--- src/common/cpu_isa_pkg.sv ---
// instruction set: word width and opcode values of the accumulator cpu
package cpu_isa_pkg;

	// data and address width
	localparam int WORD_BITS = 8;

	// ------------------------------
	// opcodes
	// ------------------------------
	// every instruction is two words, opcode then operand
	// unlisted opcodes behave as nop
	localparam logic [WORD_BITS - 1 : 0] OP_NOP  = 8'h00;
	// acc = operand
	localparam logic [WORD_BITS - 1 : 0] OP_LDI  = 8'h01;
	// acc = mem[operand]
	localparam logic [WORD_BITS - 1 : 0] OP_LDA  = 8'h02;
	// mem[operand] = acc
	localparam logic [WORD_BITS - 1 : 0] OP_STA  = 8'h03;
	// acc += mem[operand], wraps
	localparam logic [WORD_BITS - 1 : 0] OP_ADD  = 8'h04;
	localparam logic [WORD_BITS - 1 : 0] OP_ADDI = 8'h05;
	localparam logic [WORD_BITS - 1 : 0] OP_ANDI = 8'h06;
	localparam logic [WORD_BITS - 1 : 0] OP_ORI  = 8'h07;
	// pc = operand
	localparam logic [WORD_BITS - 1 : 0] OP_JMP  = 8'h08;
	// restore pc and acc, leave isr
	localparam logic [WORD_BITS - 1 : 0] OP_RETI = 8'h0a;

endpackage

--- src/common/sys_pkg.sv ---
// system level: boot and memory access state encodings, watched address
package sys_pkg;

	// ------------------------------
	// boot sequencer
	// ------------------------------
	typedef enum logic [1 : 0] {
		RESET_ALL,
		COPY_ROM,
		RUN_CPU
	} t_boot_state;

	// ------------------------------
	// cpu memory cycles
	// ------------------------------
	typedef enum logic [1 : 0] {
		MEM_IDLE,
		MEM_READ,
		MEM_PREPARE_WRITE,
		MEM_WRITE
	} t_mem_state;

	// stores here show up on the top level ports
	localparam logic [cpu_isa_pkg::WORD_BITS - 1 : 0] WATCH_ADDR = 8'hff;

endpackage

--- src/hw/cpu8/cpu8.sv ---
// accumulator cpu: fetch/operand/data/execute sequencer, strobe memory port, one irq level
module cpu8 #(
	parameter int ADDR_BITS = 8,
	parameter logic [ADDR_BITS - 1 : 0] ISR_ADDR = 'h20
) (
	input  logic clock,
	input  logic reset,
	input  logic irq,
	input  logic mem_ready,
	input  logic [cpu_isa_pkg::WORD_BITS - 1 : 0] mem_rdata,
	output logic mem_valid,
	output logic [ADDR_BITS - 1 : 0] mem_addr,
	output logic [cpu_isa_pkg::WORD_BITS - 1 : 0] mem_wdata,
	output logic mem_write
);

	localparam int W = cpu_isa_pkg::WORD_BITS;

	// CPU_START is the instruction boundary, no bus access there
	typedef enum logic [2 : 0] {
		CPU_START,
		CPU_FETCH,
		CPU_OPERAND,
		CPU_DATA,
		CPU_EXEC
	} t_cpu_state;

	t_cpu_state state;

	logic [ADDR_BITS - 1 : 0] pc, saved_pc;
	logic [W - 1 : 0] acc, saved_acc;
	logic [W - 1 : 0] ir;
	// operand, replaced by the memory word for lda/add
	logic [W - 1 : 0] opr;
	logic in_isr, irq_pending, irq_q;
	logic needs_data;

	// lda, add and sta touch memory a third time
	assign needs_data = (ir == cpu_isa_pkg::OP_LDA) || (ir == cpu_isa_pkg::OP_ADD)
		|| (ir == cpu_isa_pkg::OP_STA);

	// ------------------------------
	// memory port
	// ------------------------------
	// request held until mem_ready, state only moves on ready
	always_comb begin
		mem_valid = 1'b0;
		mem_write = 1'b0;
		mem_addr = pc;
		case (state)
			CPU_FETCH: begin
				mem_valid = 1'b1;
			end
			CPU_OPERAND: begin
				mem_valid = 1'b1;
				mem_addr = pc + 1'b1;
			end
			CPU_DATA: begin
				mem_valid = 1'b1;
				mem_addr = ADDR_BITS'(opr);
				mem_write = (ir == cpu_isa_pkg::OP_STA);
			end
			default: begin
			end
		endcase
	end

	// only sta puts this on the bus
	assign mem_wdata = acc;

	// ------------------------------
	// sequencer
	// ------------------------------
	always_ff @(posedge clock) begin
		if (reset) begin
			state <= CPU_START;
			pc <= '0;
			acc <= '0;
			in_isr <= 1'b0;
			irq_pending <= 1'b0;
			irq_q <= 1'b0;
		end else begin
			irq_q <= irq;
			case (state)
				CPU_START: begin
					// one level only, nested requests wait for reti
					if (irq_pending && !in_isr) begin
						saved_pc <= pc;
						saved_acc <= acc;
						pc <= ISR_ADDR;
						in_isr <= 1'b1;
						irq_pending <= 1'b0;
					end
					state <= CPU_FETCH;
				end
				CPU_FETCH: begin
					if (mem_ready) begin
						ir <= mem_rdata;
						state <= CPU_OPERAND;
					end
				end
				CPU_OPERAND: begin
					if (mem_ready) begin
						opr <= mem_rdata;
						pc <= pc + ADDR_BITS'(2);
						state <= needs_data ? CPU_DATA : CPU_EXEC;
					end
				end
				CPU_DATA: begin
					if (mem_ready) begin
						// loaded word goes into opr so exec sees one source
						if (ir != cpu_isa_pkg::OP_STA)
							opr <= mem_rdata;
						state <= CPU_EXEC;
					end
				end
				CPU_EXEC: begin
					case (ir)
						cpu_isa_pkg::OP_LDI, cpu_isa_pkg::OP_LDA: begin
							acc <= opr;
						end
						cpu_isa_pkg::OP_ADD, cpu_isa_pkg::OP_ADDI: begin
							acc <= acc + opr;
						end
						cpu_isa_pkg::OP_ANDI: begin
							acc <= acc & opr;
						end
						cpu_isa_pkg::OP_ORI: begin
							acc <= acc | opr;
						end
						cpu_isa_pkg::OP_JMP: begin
							pc <= ADDR_BITS'(opr);
						end
						cpu_isa_pkg::OP_RETI: begin
							pc <= saved_pc;
							acc <= saved_acc;
							in_isr <= 1'b0;
						end
						// nop, sta and unknown opcodes
						default: begin
						end
					endcase
					state <= CPU_START;
				end
				default: begin
					state <= CPU_START;
				end
			endcase
			// new edge wins over the clear in CPU_START
			if (irq && !irq_q)
				irq_pending <= 1'b1;
		end
	end

endmodule

--- src/hw/mem/ram_1port.sv ---
// single-port ram: synchronous write, registered read
module ram_1port #(
	parameter int ADDR_BITS = 8
) (
	input  logic clock,
	input  logic write,
	input  logic [ADDR_BITS - 1 : 0] addr,
	input  logic [cpu_isa_pkg::WORD_BITS - 1 : 0] wdata,
	output logic [cpu_isa_pkg::WORD_BITS - 1 : 0] rdata
);

	localparam int DEPTH = 2 ** ADDR_BITS;

	logic [cpu_isa_pkg::WORD_BITS - 1 : 0] mem [0 : DEPTH - 1];

	// read returns the old word on a write cycle
	always_ff @(posedge clock) begin
		if (write)
			mem[addr] <= wdata;
		rdata <= mem[addr];
	end

endmodule

--- src/hw/mem/rom.sv ---
// program rom: fibonacci main loop and interrupt counter routine
module rom #(
	parameter int ADDR_BITS = 6
) (
	input  logic [ADDR_BITS - 1 : 0] addr,
	output logic [cpu_isa_pkg::WORD_BITS - 1 : 0] data
);

	localparam int W = cpu_isa_pkg::WORD_BITS;

	// ram variables
	localparam logic [W - 1 : 0] VAR_A   = 8'hf0;
	localparam logic [W - 1 : 0] VAR_B   = 8'hf1;
	localparam logic [W - 1 : 0] VAR_SUM = 8'hf2;
	localparam logic [W - 1 : 0] VAR_IRQ = 8'hfe;

	logic [W - 1 : 0] op, arg;

	// table indexed by instruction, even word opcode, odd word operand
	always_comb begin
		case (addr[ADDR_BITS - 1 : 1])
			// init, irq count first
			'h00: {op, arg} = {cpu_isa_pkg::OP_LDI, 8'h00};
			'h01: {op, arg} = {cpu_isa_pkg::OP_STA, VAR_IRQ};
			'h02: {op, arg} = {cpu_isa_pkg::OP_STA, VAR_A};
			'h03: {op, arg} = {cpu_isa_pkg::OP_LDI, 8'h01};
			'h04: {op, arg} = {cpu_isa_pkg::OP_STA, VAR_B};
			// main loop at 0a
			'h05: {op, arg} = {cpu_isa_pkg::OP_LDA, VAR_A};
			'h06: {op, arg} = {cpu_isa_pkg::OP_ADD, VAR_B};
			'h07: {op, arg} = {cpu_isa_pkg::OP_STA, VAR_SUM};
			'h08: {op, arg} = {cpu_isa_pkg::OP_LDA, VAR_B};
			'h09: {op, arg} = {cpu_isa_pkg::OP_STA, VAR_A};
			'h0a: {op, arg} = {cpu_isa_pkg::OP_LDA, VAR_SUM};
			'h0b: {op, arg} = {cpu_isa_pkg::OP_STA, VAR_B};
			// bit 7 marks isr values on the watch port
			'h0c: {op, arg} = {cpu_isa_pkg::OP_ANDI, 8'h7f};
			'h0d: {op, arg} = {cpu_isa_pkg::OP_STA, sys_pkg::WATCH_ADDR};
			'h0e: {op, arg} = {cpu_isa_pkg::OP_JMP, 8'h0a};
			// isr at 20
			'h10: {op, arg} = {cpu_isa_pkg::OP_LDA, VAR_IRQ};
			'h11: {op, arg} = {cpu_isa_pkg::OP_ADDI, 8'h01};
			'h12: {op, arg} = {cpu_isa_pkg::OP_STA, VAR_IRQ};
			'h13: {op, arg} = {cpu_isa_pkg::OP_ORI, 8'h80};
			'h14: {op, arg} = {cpu_isa_pkg::OP_STA, sys_pkg::WATCH_ADDR};
			'h15: {op, arg} = {cpu_isa_pkg::OP_RETI, 8'h00};
			default: {op, arg} = '0;
		endcase
	end

	assign data = addr[0] ? arg : op;

endmodule

--- src/hw/mem/memcpy.sv ---
// block copier: walks every rom word into ram, one write per cycle
module memcpy #(
	parameter int ADDR_BITS = 6
) (
	input  logic clock,
	input  logic reset,
	input  logic [cpu_isa_pkg::WORD_BITS - 1 : 0] rom_data,
	output logic [ADDR_BITS - 1 : 0] addr,
	output logic [cpu_isa_pkg::WORD_BITS - 1 : 0] data,
	output logic write,
	output logic finished
);

	localparam int NUM_WORDS = 2 ** ADDR_BITS;

	logic [ADDR_BITS - 1 : 0] count;
	logic done;

	// ------------------------------
	// word counter
	// ------------------------------
	always_ff @(posedge clock) begin
		if (reset) begin
			count <= '0;
			done <= 1'b0;
		end else if (!done) begin
			// last word written this cycle
			if (count == ADDR_BITS'(NUM_WORDS - 1))
				done <= 1'b1;
			count <= count + 1'b1;
		end
	end

	// rom sits on the ram address, so its word already matches addr
	assign addr = count;
	assign data = rom_data;
	assign write = !done;
	// sticky until reset
	assign finished = done;

endmodule

--- src/hw/mem_access.sv ---
// cpu memory cycle controller: read/write wait states, latched store data, watch capture
module mem_access #(
	parameter int ADDR_BITS = 8,
	parameter int READ_CYCLES = 1,
	parameter int WRITE_CYCLES = 2,
	parameter logic [ADDR_BITS - 1 : 0] WATCH_ADDR = sys_pkg::WATCH_ADDR
) (
	input  logic clock,
	input  logic reset,
	input  logic mem_valid,
	input  logic [ADDR_BITS - 1 : 0] mem_addr,
	input  logic [cpu_isa_pkg::WORD_BITS - 1 : 0] mem_wdata,
	input  logic mem_write,
	output logic mem_ready,
	output logic [ADDR_BITS - 1 : 0] ram_addr,
	output logic [cpu_isa_pkg::WORD_BITS - 1 : 0] ram_wdata,
	output logic ram_write,
	output logic writing,
	output logic [cpu_isa_pkg::WORD_BITS - 1 : 0] watch_data,
	output logic watch_strobe
);

	// counters reach READ_CYCLES / WRITE_CYCLES inclusive
	localparam int RCNT_BITS = $clog2(READ_CYCLES + 2);
	localparam int WCNT_BITS = $clog2(WRITE_CYCLES + 2);

	sys_pkg::t_mem_state state, next_state;

	logic [RCNT_BITS - 1 : 0] read_cnt;
	logic [WCNT_BITS - 1 : 0] write_cnt;
	logic [cpu_isa_pkg::WORD_BITS - 1 : 0] wdata_q;
	logic read_done, write_done;

	assign read_done = (read_cnt == RCNT_BITS'(READ_CYCLES));
	assign write_done = (write_cnt == WCNT_BITS'(WRITE_CYCLES));

	// ------------------------------
	// state and counters
	// ------------------------------
	always_ff @(posedge clock) begin
		if (reset) begin
			state <= sys_pkg::MEM_IDLE;
			read_cnt <= '0;
			write_cnt <= '0;
			watch_data <= '0;
			watch_strobe <= 1'b0;
		end else begin
			state <= next_state;
			watch_strobe <= 1'b0;

			if (state == sys_pkg::MEM_READ && !read_done)
				read_cnt <= read_cnt + 1'b1;
			else
				read_cnt <= '0;

			if (state == sys_pkg::MEM_WRITE && !write_done)
				write_cnt <= write_cnt + 1'b1;
			else
				write_cnt <= '0;

			// strobe lands in the first write cycle
			if (state == sys_pkg::MEM_PREPARE_WRITE && mem_addr == WATCH_ADDR) begin
				watch_data <= mem_wdata;
				watch_strobe <= 1'b1;
			end
		end
	end

	// store data held steady over the whole write phase
	always_ff @(posedge clock) begin
		if (state == sys_pkg::MEM_PREPARE_WRITE)
			wdata_q <= mem_wdata;
	end

	// ------------------------------
	// next state
	// ------------------------------
	always_comb begin
		next_state = state;
		case (state)
			sys_pkg::MEM_IDLE: begin
				if (mem_valid)
					next_state = mem_write ? sys_pkg::MEM_PREPARE_WRITE : sys_pkg::MEM_READ;
			end
			sys_pkg::MEM_READ: begin
				if (read_done)
					next_state = sys_pkg::MEM_IDLE;
			end
			sys_pkg::MEM_PREPARE_WRITE: begin
				next_state = sys_pkg::MEM_WRITE;
			end
			sys_pkg::MEM_WRITE: begin
				// read phase after a store provides the ready pulse
				if (write_done)
					next_state = sys_pkg::MEM_READ;
			end
			default: begin
				next_state = sys_pkg::MEM_IDLE;
			end
		endcase
	end

	// cpu holds its address for the whole access
	assign ram_addr = mem_addr;
	assign ram_wdata = wdata_q;
	assign ram_write = (state == sys_pkg::MEM_WRITE);
	assign writing = ram_write;
	assign mem_ready = (state == sys_pkg::MEM_READ) && read_done;

endmodule

--- src/hw/cpuctrl.sv ---
// system top: boot sequencer, ram port mux, status decode, rom/ram/memcpy/mem_access/cpu instances
module cpuctrl #(
	parameter int ADDR_BITS = 8,
	parameter int ROM_ADDR_BITS = 6,
	parameter logic [ADDR_BITS - 1 : 0] ISR_ADDR = 'h20,
	parameter int READ_CYCLES = 1,
	parameter int WRITE_CYCLES = 2,
	parameter logic [ADDR_BITS - 1 : 0] WATCH_ADDR = sys_pkg::WATCH_ADDR
) (
	input  logic clock,
	input  logic reset,
	input  logic irq,
	output logic booting,
	output logic running,
	output logic writing,
	output logic [cpu_isa_pkg::WORD_BITS - 1 : 0] watch_data,
	output logic watch_strobe
);

	localparam int W = cpu_isa_pkg::WORD_BITS;

	sys_pkg::t_boot_state state, next_state;
	logic sys_reset, cpu_hold, copy_last;

	// ram port and its two masters
	logic [ADDR_BITS - 1 : 0] ram_addr, acc_addr, cpu_addr;
	logic [W - 1 : 0] ram_wdata, ram_rdata, acc_wdata, cpu_wdata;
	logic ram_write, acc_write;
	logic [ROM_ADDR_BITS - 1 : 0] copy_addr;
	logic [W - 1 : 0] copy_data, rom_data;
	logic copy_write;
	logic cpu_valid, cpu_ready, cpu_write;

	// ------------------------------
	// boot sequencer
	// ------------------------------
	always_ff @(posedge clock) begin
		if (reset)
			state <= sys_pkg::RESET_ALL;
		else
			state <= next_state;
	end

	// leave COPY_ROM on the edge where memcpy raises finished
	assign copy_last = copy_write && (copy_addr == '1);

	always_comb begin
		next_state = state;
		case (state)
			sys_pkg::RESET_ALL: begin
				next_state = sys_pkg::COPY_ROM;
			end
			sys_pkg::COPY_ROM: begin
				if (copy_last)
					next_state = sys_pkg::RUN_CPU;
			end
			sys_pkg::RUN_CPU: begin
			end
			default: begin
				next_state = sys_pkg::RESET_ALL;
			end
		endcase
	end

	// reset term covers the first cycle before state settles
	assign sys_reset = reset || (state == sys_pkg::RESET_ALL);
	// cpu only runs once the copy is done
	assign cpu_hold = reset || (state != sys_pkg::RUN_CPU);

	assign booting = (state == sys_pkg::COPY_ROM);
	assign running = (state == sys_pkg::RUN_CPU);

	// ------------------------------
	// ram port mux
	// ------------------------------
	always_comb begin
		if (state == sys_pkg::RUN_CPU) begin
			ram_addr = acc_addr;
			ram_wdata = acc_wdata;
			ram_write = acc_write;
		end else begin
			ram_addr = ADDR_BITS'(copy_addr);
			ram_wdata = copy_data;
			ram_write = copy_write;
		end
	end

	// ------------------------------
	// instances
	// ------------------------------
	rom #(.ADDR_BITS(ROM_ADDR_BITS)) i_rom (
		.addr(ram_addr[ROM_ADDR_BITS - 1 : 0]),
		.data(rom_data)
	);

	memcpy #(.ADDR_BITS(ROM_ADDR_BITS)) i_memcpy (
		.clock(clock),
		.reset(sys_reset),
		.rom_data(rom_data),
		.addr(copy_addr),
		.data(copy_data),
		.write(copy_write),
		.finished()
	);

	ram_1port #(.ADDR_BITS(ADDR_BITS)) i_ram (
		.clock(clock),
		.write(ram_write),
		.addr(ram_addr),
		.wdata(ram_wdata),
		.rdata(ram_rdata)
	);

	mem_access #(
		.ADDR_BITS(ADDR_BITS),
		.READ_CYCLES(READ_CYCLES),
		.WRITE_CYCLES(WRITE_CYCLES),
		.WATCH_ADDR(WATCH_ADDR)
	) i_mem_access (
		.clock(clock),
		.reset(sys_reset),
		.mem_valid(cpu_valid),
		.mem_addr(cpu_addr),
		.mem_wdata(cpu_wdata),
		.mem_write(cpu_write),
		.mem_ready(cpu_ready),
		.ram_addr(acc_addr),
		.ram_wdata(acc_wdata),
		.ram_write(acc_write),
		.writing(writing),
		.watch_data(watch_data),
		.watch_strobe(watch_strobe)
	);

	cpu8 #(.ADDR_BITS(ADDR_BITS), .ISR_ADDR(ISR_ADDR)) i_cpu (
		.clock(clock),
		.reset(cpu_hold),
		.irq(irq),
		.mem_ready(cpu_ready),
		.mem_rdata(ram_rdata),
		.mem_valid(cpu_valid),
		.mem_addr(cpu_addr),
		.mem_wdata(cpu_wdata),
		.mem_write(cpu_write)
	);

endmodule

--- config.mk ---
export PLATFORM = sky130hd
export DESIGN_NAME = cpuctrl
export DESIGN_NICKNAME = d
export VERILOG_FILES = /design/src/common/cpu_isa_pkg.sv /design/src/common/sys_pkg.sv /design/src/hw/cpu8/cpu8.sv /design/src/hw/mem/ram_1port.sv /design/src/hw/mem/rom.sv /design/src/hw/mem/memcpy.sv /design/src/hw/mem_access.sv /design/src/hw/cpuctrl.sv
export SDC_FILE = /design/constraint.sdc
export NUM_CORES = 2
export LEC_CHECK = 0
export ABC_AREA = 1
export CAP_MARGIN = 20
export CELL_PAD_IN_SITES_DETAIL_PLACEMENT = 1
export CELL_PAD_IN_SITES_GLOBAL_PLACEMENT = 2
export CORE_ASPECT_RATIO = 0.8
export CORE_UTILIZATION = 38
export DETAILED_ROUTE_END_ITERATION = 8
export DONT_BUFFER_PORTS = 1
export GPL_TIMING_DRIVEN = 0
export PLACE_DENSITY = 0.74
export SETUP_SLACK_MARGIN = 0.05
export SLEW_MARGIN = 40
export SYNTH_ARGS = -nofsm -noshare
export SYNTH_HDL_FRONTEND = slang
export SYNTH_SLANG_ARGS = --single-unit
--- constraint.sdc ---
create_clock -name clock -period 9.9 [get_ports clock]
set_clock_uncertainty 0.15 [all_clocks]
set_input_delay 0.495 -clock clock [delete_from_list [all_inputs] [get_ports clock]]
set_output_delay 0.495 -clock clock [all_outputs]
set_load 0.02 [all_outputs]
==> summary.txt <==
Floorplanning
  – Full die area: 0.243 mm2
  – Height of the die: 442 um
  – Starting density of the core: 38.4%
  – Die extent in x: 551 um
  – Row count: 160
  – IO Pins: 15
  – Core outline area: 0.239 mm2

Logic synthesis
  – EDFF count, synth: 2088
  – Total nets after synthesis: 9176
  – Sequential-to-total area share from yosys stat: 69.5%
  – Most used DFF post-synth: sky130_fd_sc_hd__edfxtp_1
  – Post-synthesis async set-or-reset flop share: 0%
  – Count of cell types in the netlist: 47
  – Gate count of the mapped netlist: 9151
  – Post-Syn Area: 0.0918 mm2
  – Syn avg cell area: 10.0 um2
  – Count of yosys warnings during synthesis: 0
  – Number of synthesized register bits: 2142

Setup path
  – List of cells traversed by the critical path: inv_2, nand2_4, nor2_2, nand2_1, nand3_1, o21ai_4, inv_2, buf_2, buf_2, buf_4, nor3_2, nand2_1, buf_2, nor2_1
  – Capturing element type of the critical path: flip-flop
  – Sum of buffers and inverters on the critical path: 6
  – Cell repeated most along the worst path: sky130_fd_sc_hd__buf_2
  – Type of element launching the critical path: flip-flop
  – Arrival time of the worst setup path: 6.99 ns
  – Critical setup path kind: flip-flop to flip-flop
  – Crit path largest cell delay: 0.83 ns
  – Worst path slowest cell: sky130_fd_sc_hd__nand2_1
  – Setup slack of the worst register-to-register path: 3.25 ns
  – Crit path required time: 10.24 ns
  – Peak fanout along the critical path: 10
  – Cell type group with the largest total delay on the critical path: simple AND/OR/NAND/NOR gates

Timing
  – Period Utilization, post-route: 67.2%
  – Max Clock Freq: 150 MHz
  – Worst-Margin Slew: 0.952 ns
  – Unrepaired setup endpoints after global routing: no
  – Final number of setup-violating endpoints: 0
  – Time the final worst path needs with I/O delays and setup: 6.65 ns
  – Min Hold Slack: 0.201 ns
  – Max Transition Viols Final: 0
  – Final hold violations: 0
  – Slew headroom: 36.5%
  – Aggregate negative setup slack: 0 ns

Min path
  – Class of the most critical hold timing path: input port to flip-flop

Routing
  – Met2 wire len: 154 mm
  – Count of routing violations after the opening detailed-route iteration: 6619
  – Routed Antenna Nets: 0
  – Number of vias per cell: 5.27
  – Total wirelength of the detailed-routed design: 346 mm
  – Residual DRC count: 0
  – Met1 layer wirelength in the final routing: 162 mm
  – Routed met3 length: 22.4 mm
  – DR vias: 67500
  – Uppermost routed layer: met5
  – Wire per inst: 27.0 um
  – TritonRoute pass-1 iters: 5

GRT
  – Total global routing track utilization: 28.2%
  – Initial antenna violation count: 26
  – Leftover overflow at the end of global routing: 0
  – Vias in the first global route: 67200
  – Maximum number of pins on one net before global-route repair: 45
  – Global-route wire length before repair: 489 mm

Layout
  – Number of nets in the layout: 9498
  – # fillers: 26500
  – Multi-input gate area: 0.0257 mm2
  – Area overhead of the layout relative to synthesis: 14.3%
  – Sequential standard cell area: 0.0638 mm2
  – Share of final-layout standard cells stronger than drive strength 1: 7.35%

Power
  – Switching share of power: 23.0%
  – Power share of the clock group: 43.7%
  – Internal power: 0.0148 W
  – Switch Pwr: 0.00443 W
  – Sequential share of power: 51.3%
  – Power share of the combinational group: 5.1%
  – IR drop worst, VDD: 0.141 mV
  – Leakage power summed over all cells: 42.6 nW
  – Total power consumption of the routed design: 0.0193 W
  – Pwr/cell area: 184 mW/mm2

Clocking
  – Resized Gates After CTS: 0
  – Number of post-CTS setup repair buffers: 0
  – Number of sinks driven by the clock tree: 2142
  – Level count of the clock H-tree: 4
  – Worst skew pair latency: 0.91 ns
  – CTS tree: yes
  – Cts hold-fix bufs: 2
  – Maximum count of clock buffers along a single path: 4
  – Clk pin slew, worst setup/hold paths: 0.06 ns
  – Num CTS Buffers: 231
  – Root buffer cell: sky130_fd_sc_hd__clkbuf_16

Placement
  – Count of buffers inserted at the top-level ports: 0
  – Placer congestion estimate: 0.894
  – HPWL after detailed placement: 251 mm

Outcome
  – Status: completed

Flow run
  – Number of maximum-capacitance violations: 0
[metrics by stage]
stage	std cells	instance area, um2	utilization (%)	setup slack [ns]
after floorplan	9151	91800	-	2.58
after global placement	12300	95700	40.1	-9.09
after detailed placement	12400	97700	40.9	3.35
after CTS	12800	105000	43.9	3.34
after global routing	12800	105000	43.9	3.36
final	12800	105000	43.9	3.25
[cell families (layout without fill, tap and decap cells)]
logic type,after synthesis,in the layout,synth area share (%)
compound gates,280,280,1.64
flops,2142,2142,69.5
fa+ha+maj,22,22,0.308
other cells,0,12,0
buf+inv,619,1120,2.78
simple gates,6088,6088,25.8
[tightest hold or removal path, stage by stage]
cell and delay (ns):
sky130_fd_sc_hd__dlygate4sd3_1 0.56, sky130_fd_sc_hd__inv_1 0.09, sky130_fd_sc_hd__nor2_1 0.05
[cells in the mapped netlist (all sizes together) (2+ instances only)]
cell type	count	area share (%)
or2	3	0.020
o21ai	194	1.1
ha	21	0.29
a31oi	4	0.027
edfxtp	2088	68
o31ai	3	0.025
o22ai	2	0.014
o2111ai	4	0.038
dfxtp	54	1.2
nor3	14	0.10
nor2	414	1.7
buf	207	1.1
nand4	3	0.020
o211ai	3	0.025
nand2	5097	21
a21oi	55	0.31
clkbuf	305	1.2
nand3	549	3.0
a211oi	7	0.057
inv	107	0.44
nor4	5	0.034
a221oi	2	0.019
[worst paths after layout]
path	end	cells after the start	start
min reg2reg	i_mem_access.write_cnt[0]	1	i_mem_access.write_cnt[0]
max reg2reg	i_ram.mem[104][0]	14	i_cpu.state[2]
min	i_cpu.irq_q	3	irq
max	i_ram.mem[104][0]	14	i_cpu.state[2]
[placed cells by master, fill, tap and decap left out, types with 8 or more instances in the layout]
cell                         instances
sky130_fd_sc_hd__clkbuf_16         236
sky130_fd_sc_hd__clkinv_1           44
sky130_fd_sc_hd__a21oi_1            52
sky130_fd_sc_hd__clkinvlp_4          8
sky130_fd_sc_hd__buf_1              35
sky130_fd_sc_hd__buf_16             10
sky130_fd_sc_hd__nor3_1              9
sky130_fd_sc_hd__bufinv_16          15
sky130_fd_sc_hd__buf_2             166
sky130_fd_sc_hd__buf_12             54
sky130_fd_sc_hd__ha_1               21
sky130_fd_sc_hd__clkbuf_1          311
sky130_fd_sc_hd__clkbuf_2           44
sky130_fd_sc_hd__clkinv_2           47
sky130_fd_sc_hd__o21ai_0           147
sky130_fd_sc_hd__diode_2            12
sky130_fd_sc_hd__nor2_2             41
sky130_fd_sc_hd__nand2_2            13
sky130_fd_sc_hd__o21ai_1            44
sky130_fd_sc_hd__buf_8              21
sky130_fd_sc_hd__nor2_1            368
sky130_fd_sc_hd__edfxtp_1         2088
sky130_fd_sc_hd__inv_1             100
sky130_fd_sc_hd__nand2_1          5077
sky130_fd_sc_hd__dfxtp_1            54
sky130_fd_sc_hd__nand3_1           548
[flip-flops by register name (all words and copies together) (netlist names), 2 cells and up]
name,flops
i_cpu.ir,8
i_cpu.mem_wdata,8
i_cpu.opr,8
i_cpu.pc,8
i_cpu.saved_acc,8
i_cpu.saved_pc,8
i_cpu.state,3
i_mem_access.ram_wdata,8
i_mem_access.read_cnt,2
i_mem_access.state,2
i_mem_access.watch_data,8
i_mem_access.write_cnt,2
i_memcpy.addr,6
i_ram.mem,2048
i_ram.rdata,8
state,2
[cell type report]
class                           instances  area share [%]
Antenna cell                           12          0.0286
Inverter                              107           0.383
Buffer                                512            2.12
Sequential cell                      2142            60.8
Clock buffer                          293            5.86
Clock inverter                        119           0.927
Timing Repair Buffer                   89            1.63
Tap cell                             3159            3.77
Multi-Input combinational cell       6390            24.5
[power by group through the flow]
stage	Sequential (W)	Clock [W]	Combinational, W
finish	0.00988	0.00842	0.000977
floorplan	0.0101	0	0.000507
global route	0.00988	0.00880	0.00105
global placement	0.0101	0	0.000912
CTS	0.00988	0.00853	0.000968
detailed placement	0.0101	0	0.000962
[routing by layer]
layer  track usage, %  vias up
li1                 -    30900
met2             44.0     1986
met1             41.7    34300
met5                0        -
met3             3.97      372
met4             6.63        2
(Power assumes the default switching activity.)
